<file path="src/rtl/oric_av_pkg.sv">
`default_nettype none

package oric_av_pkg;

	localparam int color_w = 6; // one vga channel.
	localparam int sample_w = 16; // psg sample width.

	// channel level for a lit colour bit.
	localparam logic [color_w-1:0] level_full = 6'd63;

	// lit level on a darkened line, by scanline mode.
	localparam logic [color_w-1:0] level_dim [0:3] = '{
		6'd63, // mode 0, no darkening.
		6'd47,
		6'd31,
		6'd15
	};

	// status word from the board controller.
	typedef struct packed {
		logic [21:0] spare_hi;
		logic reset_menu; // reset entry in the osd.
		logic [4:0] spare_mid;
		logic [1:0] scanlines; // o23 in the config string.
		logic spare_lo;
		logic reset_cold;
	} status_t;

	// captured pixel, stage 1 to stage 2.
	typedef struct packed {
		logic [color_w-1:0] red;
		logic [color_w-1:0] green;
		logic [color_w-1:0] blue;
		logic odd_line;
		logic hs;
		logic vs;
	} pixel_t;

endpackage

`default_nettype wire

</file>
<file path="src/rtl/oric_av_out.sv">
`timescale 1ns/100ps
`default_nettype none

module oric_av_out
	import oric_av_pkg::*;
(
	input logic clk_sys,
	input logic rst_n,
	input logic r,
	input logic g,
	input logic b,
	input logic hs,
	input logic vs,
	input logic ce_pix,
	input status_t status,
	input logic scandoubler_d,
	input logic [sample_w-1:0] audio,
	output logic [color_w-1:0] vga_r,
	output logic [color_w-1:0] vga_g,
	output logic [color_w-1:0] vga_b,
	output logic vga_hs,
	output logic vga_vs,
	output logic audio_out
);

	pixel_t pix; // stage 1 to stage 2.

	pixel_capture pixel_capture_i (
		.clk_sys (clk_sys),
		.rst_n (rst_n),
		.r (r),
		.g (g),
		.b (b),
		.hs (hs),
		.vs (vs),
		.ce_pix (ce_pix),
		.pix (pix)
	);

	scanline_shader scanline_shader_i (
		.clk_sys (clk_sys),
		.rst_n (rst_n),
		.pix (pix),
		.status (status),
		.scandoubler_d (scandoubler_d),
		.vga_r (vga_r),
		.vga_g (vga_g),
		.vga_b (vga_b),
		.vga_hs (vga_hs),
		.vga_vs (vga_vs)
	);

	// same stream feeds both speakers on the board.
	sigma_delta_dac sigma_delta_dac_i (
		.clk_sys (clk_sys),
		.rst_n (rst_n),
		.audio (audio),
		.audio_out (audio_out)
	);

endmodule

`default_nettype wire

</file>
<file path="src/rtl/pixel_capture.sv">
`timescale 1ns/100ps
`default_nettype none

module pixel_capture
	import oric_av_pkg::*;
(
	input logic clk_sys,
	input logic rst_n,
	input logic r,
	input logic g,
	input logic b,
	input logic hs,
	input logic vs,
	input logic ce_pix,
	output pixel_t pix
);

	logic [color_w-1:0] red_q;
	logic [color_w-1:0] green_q;
	logic [color_w-1:0] blue_q;
	logic odd_q;
	logic hs_q;
	logic vs_q;
	logic hs_rise;
	logic vs_rise;

	// one colour bit to a full channel.
	function automatic logic [color_w-1:0] widen(input logic bit_in);
		logic [color_w-1:0] level;
		level = bit_in ? level_full : '0;
		return level;
	endfunction

	// hs_q and vs_q hold last cycle's syncs.
	assign hs_rise = hs & ~hs_q;
	assign vs_rise = vs & ~vs_q;

	always_ff @(posedge clk_sys) begin
		if (!rst_n) begin
			hs_q <= 1'b0;
			vs_q <= 1'b0;
		end else begin
			hs_q <= hs;
			vs_q <= vs;
		end
	end

	// line parity, a new frame starts on an even line.
	always_ff @(posedge clk_sys) begin
		if (!rst_n)
			odd_q <= 1'b0;
		else if (vs_rise)
			odd_q <= 1'b0;
		else if (hs_rise)
			odd_q <= ~odd_q;
	end

	// colour only moves on the pixel enable.
	always_ff @(posedge clk_sys) begin
		if (!rst_n) begin
			red_q <= '0;
			green_q <= '0;
			blue_q <= '0;
		end else if (ce_pix) begin
			red_q <= widen(r);
			green_q <= widen(g);
			blue_q <= widen(b);
		end
	end

	assign pix = '{
		red: red_q,
		green: green_q,
		blue: blue_q,
		odd_line: odd_q,
		hs: hs_q,
		vs: vs_q
	};

endmodule

`default_nettype wire

</file>
<file path="src/rtl/scanline_shader.sv">
`timescale 1ns/100ps
`default_nettype none

module scanline_shader
	import oric_av_pkg::*;
(
	input logic clk_sys,
	input logic rst_n,
	input pixel_t pix,
	input status_t status,
	input logic scandoubler_d,
	output logic [color_w-1:0] vga_r,
	output logic [color_w-1:0] vga_g,
	output logic [color_w-1:0] vga_b,
	output logic vga_hs,
	output logic vga_vs
);

	logic [1:0] eff_mode;
	logic [color_w-1:0] dim_level;
	logic [color_w-1:0] red_d;
	logic [color_w-1:0] green_d;
	logic [color_w-1:0] blue_d;

	// scanlines only make sense with the scandoubler running.
	assign eff_mode = scandoubler_d ? 2'd0 : status.scanlines;
	assign dim_level = level_dim[eff_mode];

	// lit channels on odd lines take the dimmed level.
	function automatic logic [color_w-1:0] shade(
		input logic [color_w-1:0] chan,
		input logic odd,
		input logic [color_w-1:0] dimmed
	);
		logic [color_w-1:0] level;
		if (odd && chan != '0)
			level = dimmed;
		else
			level = chan;
		return level;
	endfunction

	always_comb begin
		red_d = shade(pix.red, pix.odd_line, dim_level);
		green_d = shade(pix.green, pix.odd_line, dim_level);
		blue_d = shade(pix.blue, pix.odd_line, dim_level);
	end

	// colours and syncs leave on the same edge.
	always_ff @(posedge clk_sys) begin
		if (!rst_n) begin
			vga_r <= '0;
			vga_g <= '0;
			vga_b <= '0;
			vga_hs <= 1'b0;
			vga_vs <= 1'b0;
		end else begin
			vga_r <= red_d;
			vga_g <= green_d;
			vga_b <= blue_d;
			vga_hs <= pix.hs;
			vga_vs <= pix.vs;
		end
	end

endmodule

`default_nettype wire

</file>
<file path="src/rtl/sigma_delta_dac.sv">
`timescale 1ns/100ps
`default_nettype none

module sigma_delta_dac
	import oric_av_pkg::*;
(
	input logic clk_sys,
	input logic rst_n,
	input logic [sample_w-1:0] audio,
	output logic audio_out
);

	logic [sample_w:0] acc; // carry in the top bit.
	logic [sample_w:0] acc_next;

	// the low bits keep the error, the carry drops out as a pulse.
	assign acc_next = {1'b0, acc[sample_w-1:0]} + {1'b0, audio};

	always_ff @(posedge clk_sys) begin
		if (!rst_n)
			acc <= '0;
		else
			acc <= acc_next;
	end

	// mean density is audio / 2**sample_w.
	assign audio_out = acc[sample_w];

endmodule

`default_nettype wire

</file>
<file path="config.mk">
export PLATFORM = sky130hd
export DESIGN_NAME = oric_av_out
export DESIGN_NICKNAME = d
export VERILOG_FILES = /design/src/rtl/oric_av_pkg.sv /design/src/rtl/oric_av_out.sv /design/src/rtl/pixel_capture.sv /design/src/rtl/scanline_shader.sv /design/src/rtl/sigma_delta_dac.sv
export SDC_FILE = /design/constraint.sdc
export NUM_CORES = 1
export LEC_CHECK = 0
export BUFFER_PORTS_ARGS = -buffer_cell sky130_fd_sc_hd__buf_2
export CAP_MARGIN = 10
export CORE_ASPECT_RATIO = 1.1
export CORE_MARGIN = 8
export CORE_UTILIZATION = 46
export CTS_CLUSTER_SIZE = 40
export DETAILED_ROUTE_END_ITERATION = 8
export PLACE_DENSITY = 0.76
export SLEW_MARGIN = 40
export SYNTH_ARGS = -nofsm -noshare
export SYNTH_HDL_FRONTEND = slang
export SYNTH_SLANG_ARGS = --single-unit
</file>
<file path="constraint.sdc">
create_clock -name clk_sys -period 3 [get_ports clk_sys]
set_clock_uncertainty 0.1 [all_clocks]
set_input_delay 0.15 -clock clk_sys [delete_from_list [all_inputs] [get_ports clk_sys]]
set_output_delay 0.15 -clock clk_sys [all_outputs]
set_load 0.005 [all_outputs]
</file>
# Yosys cells after proc, flatten, opt, wreduce, memory -nomap -nowiden
# Index checks and enable logic that the tools add are counted.
[word_totals] ff_bits=58 latchBits=0 ram_bits=0 rom_bits=0 inputBits=57 out_inout_bits=21 wordCells=38 memories=0
[op_classes] n_addsub=1 multipliers=0 n_div=0 magnitude_cmp=1 eq_ne=0 shifts=0 muxes=10 bitwise=7 reduce_logical=7
[ops] op="6-bit 2-to-1 mux" count=8
[ops] op="6-bit nonzero test" count=3
[ops] op="16-bit by 16-bit adder with 17-bit output" count=1
[ops] op="6-bit binary-select mux with 2-bit select" count=1
[ops] op="1-bit NOT" count=4
[ops] op="3-bit greater-or-equal comparator (second input constant)" count=1
[ops] op="1-bit logical AND" count=3
[ops] op="2-bit NOT with 3-bit output" count=1
[ops] op="1-bit bitwise AND" count=2
[ops] op="2-bit 2-to-1 mux" count=1
[ops] op="2-bit OR reduction" count=1

# Depth between registers and ports, before layout
# Gate-level depths: netlist (run 1).
[logic_depth] ltp_word=6 ltp_mapped=7 mapped_depth_nobuf=7

# Hierarchy
# Synthesis (run 1) repeated with hierarchy kept, for this count alone.
[unflattened] hier_cells=243 area_unflattened_um2=2282.2
[modules_own_cells] mod="sigma_delta_dac" n_inst=1 cells_per_inst=134 area_each_um2=1236.2 seq_area_each_um2=340.3
[modules_own_cells] mod="scanline_shader" n_inst=1 cells_per_inst=72 area_each_um2=694.4 seq_area_each_um2=400.4
[modules_own_cells] mod="pixel_capture" n_inst=1 cells_per_inst=37 area_each_um2=351.6 seq_area_each_um2=120.1

# Worst setup path before layout (run 1)
# Ideal clock, no wire load.
[synth_path] kind="register to register" start="reg sigma_delta_dac_i.acc[0]" end="reg sigma_delta_dac_i.acc[12]" setup_time_ps=72 arrival_time_ps=2037 required_ps=2828 slack_ps=791 path_stages_with_launch=8 n_path_buf=0 period_less_slack_ps=2209 path_cell_list="dfxtp_1 ha_1 fa_1 a21o_1 a221o_1 and2_4 a311oi_4 mux2i_1"
[synth_via] elab_chain_len=1
[synth_rtl] item="start, declared" line="sigma_delta_dac.sv:13" text="logic [sample_w:0] acc;"
[synth_rtl] item="start signal, assigned" line="sigma_delta_dac.sv:23" text="acc <= acc_next;"
[synth_rtl] item="16-bit by 16-bit adder with 17-bit output" line="sigma_delta_dac.sv:17" text="assign acc_next = {1'b0, acc[sample_w-1:0]} + {1'b0, audio};"
# No other way between the ends.
# A chain may end at the register's enable or synchronous reset.

# Worst setup path in the final report (run 1)
# Same ends and word-level chain as after synthesis.

==> results.cfg, run 1 <==
[run_status]
outcome = finished clean

[die]
rows = 23
die-area_um2 = 5920
start_util_pct = 47.5
coreArea_um2 = 3600
dieWidth_um = 74.1
ios = 78
die_h_um = 79.9

[routing]
wl_met2_um = 1610
wire_per_inst_um = 12.0
drc_errors = 0
viasPerCell = 5.03
dr.pass1.iters = 4
finalWirelength_um = 3340
postRouteAntennaNets = 0
wl_met1_um = 1490
vias = 1392
top_layer = met4
drtIter0Drc = 64
routed-wl-met3_um = 189

[clock_tree]
cts_max_level = 2
clk_latency_ns = 0.28
cts_buffers = 5
numClockSinks = 34
clk_pin_slew_worst_paths_ns = 0.07
clock_path_buffers = 2
tritoncts = done
cts_root_buf = clkbuf_8

[global_routing]
antenna_found_initial = 0
grt_pass1_wl_um = 5650
grtUsageTotal_pct = 12.1
grt_pass1_vias = 1335
gr-total-overflow = 0
grt_max_degree = 17

[timing]
fmax_ghz = 0.422
worst_slew_pin_slew_ns = 0.531
tns_ns = 0
min_period_over_period_pct = 79.1
hold_viol_final = 0
setup_viol = 0
period_needed_ns = 2.37
final_max_slew_viol_count = 0
rsz0062_at_grt = false
setup_slack_ns = 0.628
relSlewSlack_pct = 64.5

[logic_synthesis]
yosysSeqAreaShare_pct = 39.9
synthesis.nets = 255
synth_area_um2 = 1710
ys_top_cells_by_area = dfxtp_1 (40%), ha_1 (12%), nor2_1 (5.5%)
synth_seq_cells = 34
yosys_warnings = 0
synth_top_area_cell = dfxtp_1
syn_inst = 181
synth-edff-count = 0
syn_area_per_cell_um2 = 9.44
async_flop_share_pct = 0
synth-main-ff-cell = dfxtp_1
synth_top_area_share_pct = 39.9
synth_cell_type_count = 36

[flow_run]
cap_violations = 0

[layout]
fill_cells = 345
num_antenna_cells = 0
nets = 300
final_util_pct = 56.9
syn2layout_area_growth_pct = 19.8
drive_gt1_share_pct = 26.0

[critical_path]
cpMaxStageDelayCell = fa_1
crit_start = sigma_delta_dac_i.acc[0]
rr_startpoint = sigma_delta_dac_i.acc[0]
worstPathCellList = ha_1, fa_1, a21o_1, a221o_1, and2_4, a311oi_4, mux2i_1
crit_path_end_kind = flip-flop
cp.arrival_ns = 2.48
worstSetupStartpointType = flip-flop
crit_path_max_incr_delay_ns = 0.42
required_ns = 3.11
critPathKind = reg2reg
cp_num_buf_inv = 0
path_max_fanout = 4
cpLargestDelayFamily = compound AO/OA/AOI/OAI gates

[placement]
port-buffer-count = 47
dp_hpwl_um = 2670
gp_congestion = 0.842
place_ws_ns = 0.634

[min_path]
hold_path.class = in2reg
hp-start = b

[pwr]
power_leakage_nw = 1.07
seq_power_share_pct = 34.7
p_per_area_nw_per_um2 = 830
p_int_w = 0.00109
switchingPower_w = 0.000604
power_frac_comb_pct = 44.8
vdd_drop_max_v = 0.000354
netSwitchingFraction_pct = 35.6
clockPowerShare_pct = 20.4
==> synth_stat cells, types with 2 or more instances <==
library cell,n
dfxtp_1,34
nor2_1,25
ha_1,16
nand2_1,13
buf_4,9
a21oi_1,8
a21o_1,7
xor2_1,7
and2_1,6
inv_1,6
mux2i_1,6
a31oi_1,3
and3_1,3
nand3_1,3
xnor2_1,3
a211oi_1,2
a221oi_1,2
a31o_2,2
and3b_1,2
clkbuf_1,2
nand2b_1,2
nand4_1,2
nor2b_1,2
o211ai_1,2
o21ai_0,2
o21bai_1,2
==> per-layer routing <==
metal  up-vias  GRT usage, %
met3         2          2.64
met4         0          6.60
met2        30          20.2
li1        716             -
met5         -             0
met1       644          13.9
==> layout by cell type (no fill, tap or decap), types with 2 or more instances in the layout <==
cell type,n
nand2b_1,2
a21oi_1,8
clkbuf_8,6
mux2i_1,6
a31o_2,2
a211oi_1,2
ha_1,16
nand2_1,13
o211ai_1,2
xor2_1,7
nand3_1,3
inv_1,6
dlygate4sd3_1,2
nor2_1,25
o21bai_1,2
dfxtp_1,34
nor2b_1,2
a221oi_1,2
and3_1,3
a21o_1,7
buf_2,47
nand4_1,2
a31oi_1,3
xnor2_1,3
and3b_1,2
and2_1,6
o21ai_0,2
==> area by class of cell <==
class	instances	area (µm²)	share of cell area, %
clock buffers	6	82.6	4.04
clock inverters	2	12.5	0.612
inverters	6	22.5	1.10
multi-input cells	130	930	45.4
flip-flops and latches	34	681	33.3
well taps	50	62.6	3.06
repair buffers	49	255	12.5
==> path summary, 6_finish.rpt <==
check | end | slack [ns] | cells past startpoint
max | sigma_delta_dac_i.acc[12] | 0.63 | 7
min | pixel_capture_i.blue_q[4] | 0.01 | 3
max reg2reg | sigma_delta_dac_i.acc[12] | 0.63 | 7
min reg2reg | scanline_shader_i.vga_vs | 0.35 | 1
==> per-stage QoR <==
stage | cell area, µm² | total power, W | instances | hold slack, ns
CTS | 2050 | 0.00172 | 277 | 0.00667
global placement | 1930 | 0.00135 | 267 | 0.273
floorplan | 1710 | 0.00122 | 181 | 0.177
detailed placement | 1930 | 0.00136 | 267 | 0.273
global route | 2050 | 0.00185 | 277 | 0.0263
finish | 2050 | 0.00170 | 277 | 0.0141
==> flip-flops by register name, indices dropped and copies added (netlist names) <==
register                  cells
scanline_shader_i.vga_hs      1
pixel_capture_i.blue_q        1
sigma_delta_dac_i.acc        17
pixel_capture_i.red_q         1
pixel_capture_i.hs_q          1
scanline_shader_i.vga_vs      1
scanline_shader_i.vga_g       3
pixel_capture_i.odd_q         1
pixel_capture_i.vs_q          1
pixel_capture_i.green_q       1
scanline_shader_i.vga_b       3
scanline_shader_i.vga_r       3
==> repair_timing <==
| action | CTS | global route |
|---|---|---|
| hold buffers | 2 | 0 |
| hold endpoints to repair | 2 | 0 |
| setup buffers | 0 | 0 |
| gates resized for setup | 0 | 0 |
| setup endpoints to repair | 0 | 0 |
==> power by group through the flow <==
stage	registers (W)	clock network, W	logic [W]
after floorplan	0.000595	0	0.000624
after global placement	0.000596	0	0.000750
after detailed placement	0.000601	0	0.000760
after CTS	0.000591	0.000359	0.000766
after global routing	0.000602	0.000382	0.000863
final	0.000590	0.000347	0.000762
==> worst reg2reg max path: cells and delay by family (launching register included) <==
kind	cells	cell delay, ns
AOI/OAI and AO/OA	3	0.86
adders and majority gates	2	0.63
DFF	1	0.30
muxes	1	0.21
and+or+nand+nor	1	0.20
==> kinds of logic after synthesis <==
logic type | count (synthesis) | synth area share, %
flip-flops | 34 | 39.9
AO/OA/AOI/OAI | 36 | 15.8
XOR/XNOR | 10 | 5.13
buffers and inverters | 17 | 5.71
AND/OR/NAND/NOR | 61 | 17.1
multiplexers | 6 | 3.52
adder cells (fa/ha/maj) | 17 | 12.9
Power figures use the tool's default switching activity.
==> inputs of run 2 (changes only) <==
Settings changed: ABC_AREA set to 1, CORE_UTILIZATION 46 to 44, PLACE_DENSITY 0.76 to 0.73.
Clock period 3 ns to 1.9 ns, I/O delays scaled along.
==> run 2 against run 1 <==
Compared with the run above: register-to-register slack worse by 0.48 ns; worst setup slack got worse by 0.48 ns; critical path depth increased by 4; largest cell class unchanged; sequential power is 49% higher; synthesized area is 15% higher; power increased by 45%; non-clock buffer count up 5.
==> results.cfg, run 2 <==
[run_status]
outcome = finished clean

[logic_synthesis]
synth-edff-count = 0
synthesis.nets = 368
synthMostInstantiatedCell = nand2_1
syn_inst = 294
ys_top_cells_by_area = dfxtp_1 (35%), nand2_1 (17%), ha_1 (10%)
synth_top_area_share_pct = 34.6
yosysSeqAreaShare_pct = 34.6
synth_top_area_cell = dfxtp_1
async_flop_share_pct = 0
yosys_warnings = 0
synth_area_um2 = 1970
ys_top_cells_by_count = nand2_1 (89), inv_1 (53), dfxtp_1 (34)
synth-main-ff-cell = dfxtp_1
synth_seq_cells = 34
synth_cell_type_count = 21
syn_area_per_cell_um2 = 6.69

[critical_path]
path_max_fanout = 4
critPathKind = reg2reg
reg2reg_depth = 11
worstPathCellList = ha_1, fa_2, nand2_1, nand2_1, nand3b_1, nand2_1, nand2_1, nand2_1, nand2_1, nand2_1, nor2_2
crit_path_max_incr_delay_ns = 0.36
required_ns = 2.02
cp_num_buf_inv = 0
cpLargestDelayFamily = simple AND/OR/NAND/NOR gates
path_depth = 11
crit_path_end_kind = flip-flop
path_common_cell = nand2_1
worstSetupStartpointType = flip-flop
cp.arrival_ns = 1.87
cpMaxStageDelayCell = fa_2

[min_path]
hold_depth = 4
hold_path.class = in2reg

[routing]
routed-wl-met3_um = 197
postRouteAntennaNets = 0
vias = 1776
wl_met2_um = 2170
wire_per_inst_um = 10.6
wl_met1_um = 1760
viasPerCell = 4.46
drtIter0Drc = 78
drc_errors = 0
top_layer = met4
finalWirelength_um = 4210
dr.pass1.iters = 4

[placement]
dp_hpwl_um = 3300
gp_congestion = 0.879
port-buffer-count = 47
place_ws_ns = 0.112

[timing]
setup_slack_ns = 0.151
period_needed_ns = 1.75
worst_slew_pin_slew_ns = 0.452
hold_slack_ns = 0.0200
hold_viol_final = 0
relSlewSlack_pct = 69.9
final_max_slew_viol_count = 0
setup_viol = 0
min_period_over_period_pct = 92.0
fmax_ghz = 0.572

[die]
coreArea_um2 = 4290
rows = 25
ios = 78
start_util_pct = 45.9
dieWidth_um = 79.7
die_h_um = 86.1
die-area_um2 = 6860

[global_routing]
grt_pass1_wl_um = 7210
antenna_found_initial = 0
grtUsageTotal_pct = 13.1
gr-total-overflow = 0
grt_pass1_vias = 1757
grt_max_degree = 28

[layout]
nets = 417
final_util_pct = 54.9
drive_gt1_share_pct = 21.2
regMostFlops = sigma_delta_dac_i.acc
largest_reg_flops = 17
final_common_cell = nand2_1
fill_cells = 417
num_antenna_cells = 0
layout_common_cells = nand2_1 (89), inv_1 (53), buf_2 (47), dfxtp_1 (34), nor2_1 (28)
syn2layout_area_growth_pct = 19.6

[clock_tree]
cts_max_level = 2
numClockSinks = 34
clk_pin_slew_worst_paths_ns = 0.07
cts_buffers = 5
cts_root_buf = clkbuf_8
clk_latency_ns = 0.28
clock_path_buffers = 2
tritoncts = done

[pwr]
p_per_area_nw_per_um2 = 1050
power_leakage_nw = 1.42
vdd_drop_max_v = 0.000481

[flow_run]
cap_violations = 0
-- run 2: report_power, final --
part	leakage [nW]	total (W)	internal [W]	switching, W
combinational	1.09	0.00102	0.000385	0.000637
sequential	0.282	0.000879	0.000838	0.0000403
clock	0.0472	0.000559	0.000291	0.000268
-- run 2: final timing paths --
kind                            startpoint                        end  slack [ns]
setup reg to reg  sigma_delta_dac_i.acc[0]  sigma_delta_dac_i.acc[10]        0.15
hold reg to reg       pixel_capture_i.vs_q   scanline_shader_i.vga_vs        0.33
hold / removal                    audio[0]   sigma_delta_dac_i.acc[0]        0.02
setup / recovery  sigma_delta_dac_i.acc[0]  sigma_delta_dac_i.acc[10]        0.15
-- run 2: final cells by class --
| type | instances | area, µm² | share of cell area [%] |
|---|---|---|---|
| Multi-Input combinational cell | 190 | 985 | 41.9 |
| Tap cell | 54 | 67.6 | 2.87 |
| Sequential cell | 34 | 681 | 29.0 |
| Inverter | 58 | 218 | 9.26 |
| Clock buffer | 6 | 82.6 | 3.51 |
| Timing Repair Buffer | 54 | 305 | 13.0 |
| Clock inverter | 2 | 12.5 | 0.532 |
-- run 2: what timing repair did --
| action | 4_1_cts | 5_1_grt |
|---|---|---|
| resized for setup | 0 | 2 |
| buffers inserted | 0 | 0 |
| setup endpoints to repair | 0 | 4 |
| hold buffers | 7 | 0 |
| hold endpoints to repair | 6 | 0 |
-- run 2: logic make-up after synthesis --
family	count (synthesis)	synth area share, %
AO/OA/AOI/OAI	30	7.89
adder cells (fa/ha/maj)	17	11.2
buffers and inverters	70	15.5
flip-flops	34	34.6
AND/OR/NAND/NOR	143	30.7
-- run 2: per-stage QoR --
| step | TNS [ns] | instance area (µm²) | total power, W | instances |
|---|---|---|---|---|
| floorplan | 0 | 1970 | 0.00169 | 294 |
| global placement | 0 | 2180 | 0.00187 | 383 |
| detailed placement | 0 | 2180 | 0.00189 | 383 |
| CTS | 0 | 2350 | 0.00248 | 398 |
| global route | -0.00575 | 2350 | 0.00269 | 398 |
| finish | 0 | 2350 | 0.00246 | 398 |
-- run 2: worst reg2reg max path: cells and delay by family (launching register included) --
| family | cells | cell delay (ns) |
|---|---|---|
| simple gates | 9 | 0.72 |
| fa+ha+maj | 2 | 0.56 |
| flops | 1 | 0.30 |
-- run 2: per-layer routing --
layer	vias up	global-route usage, %
li1	982	-
met1	751	13.8
met2	37	23.5
met3	6	2.51
met4	0	7.08
met5	-	0
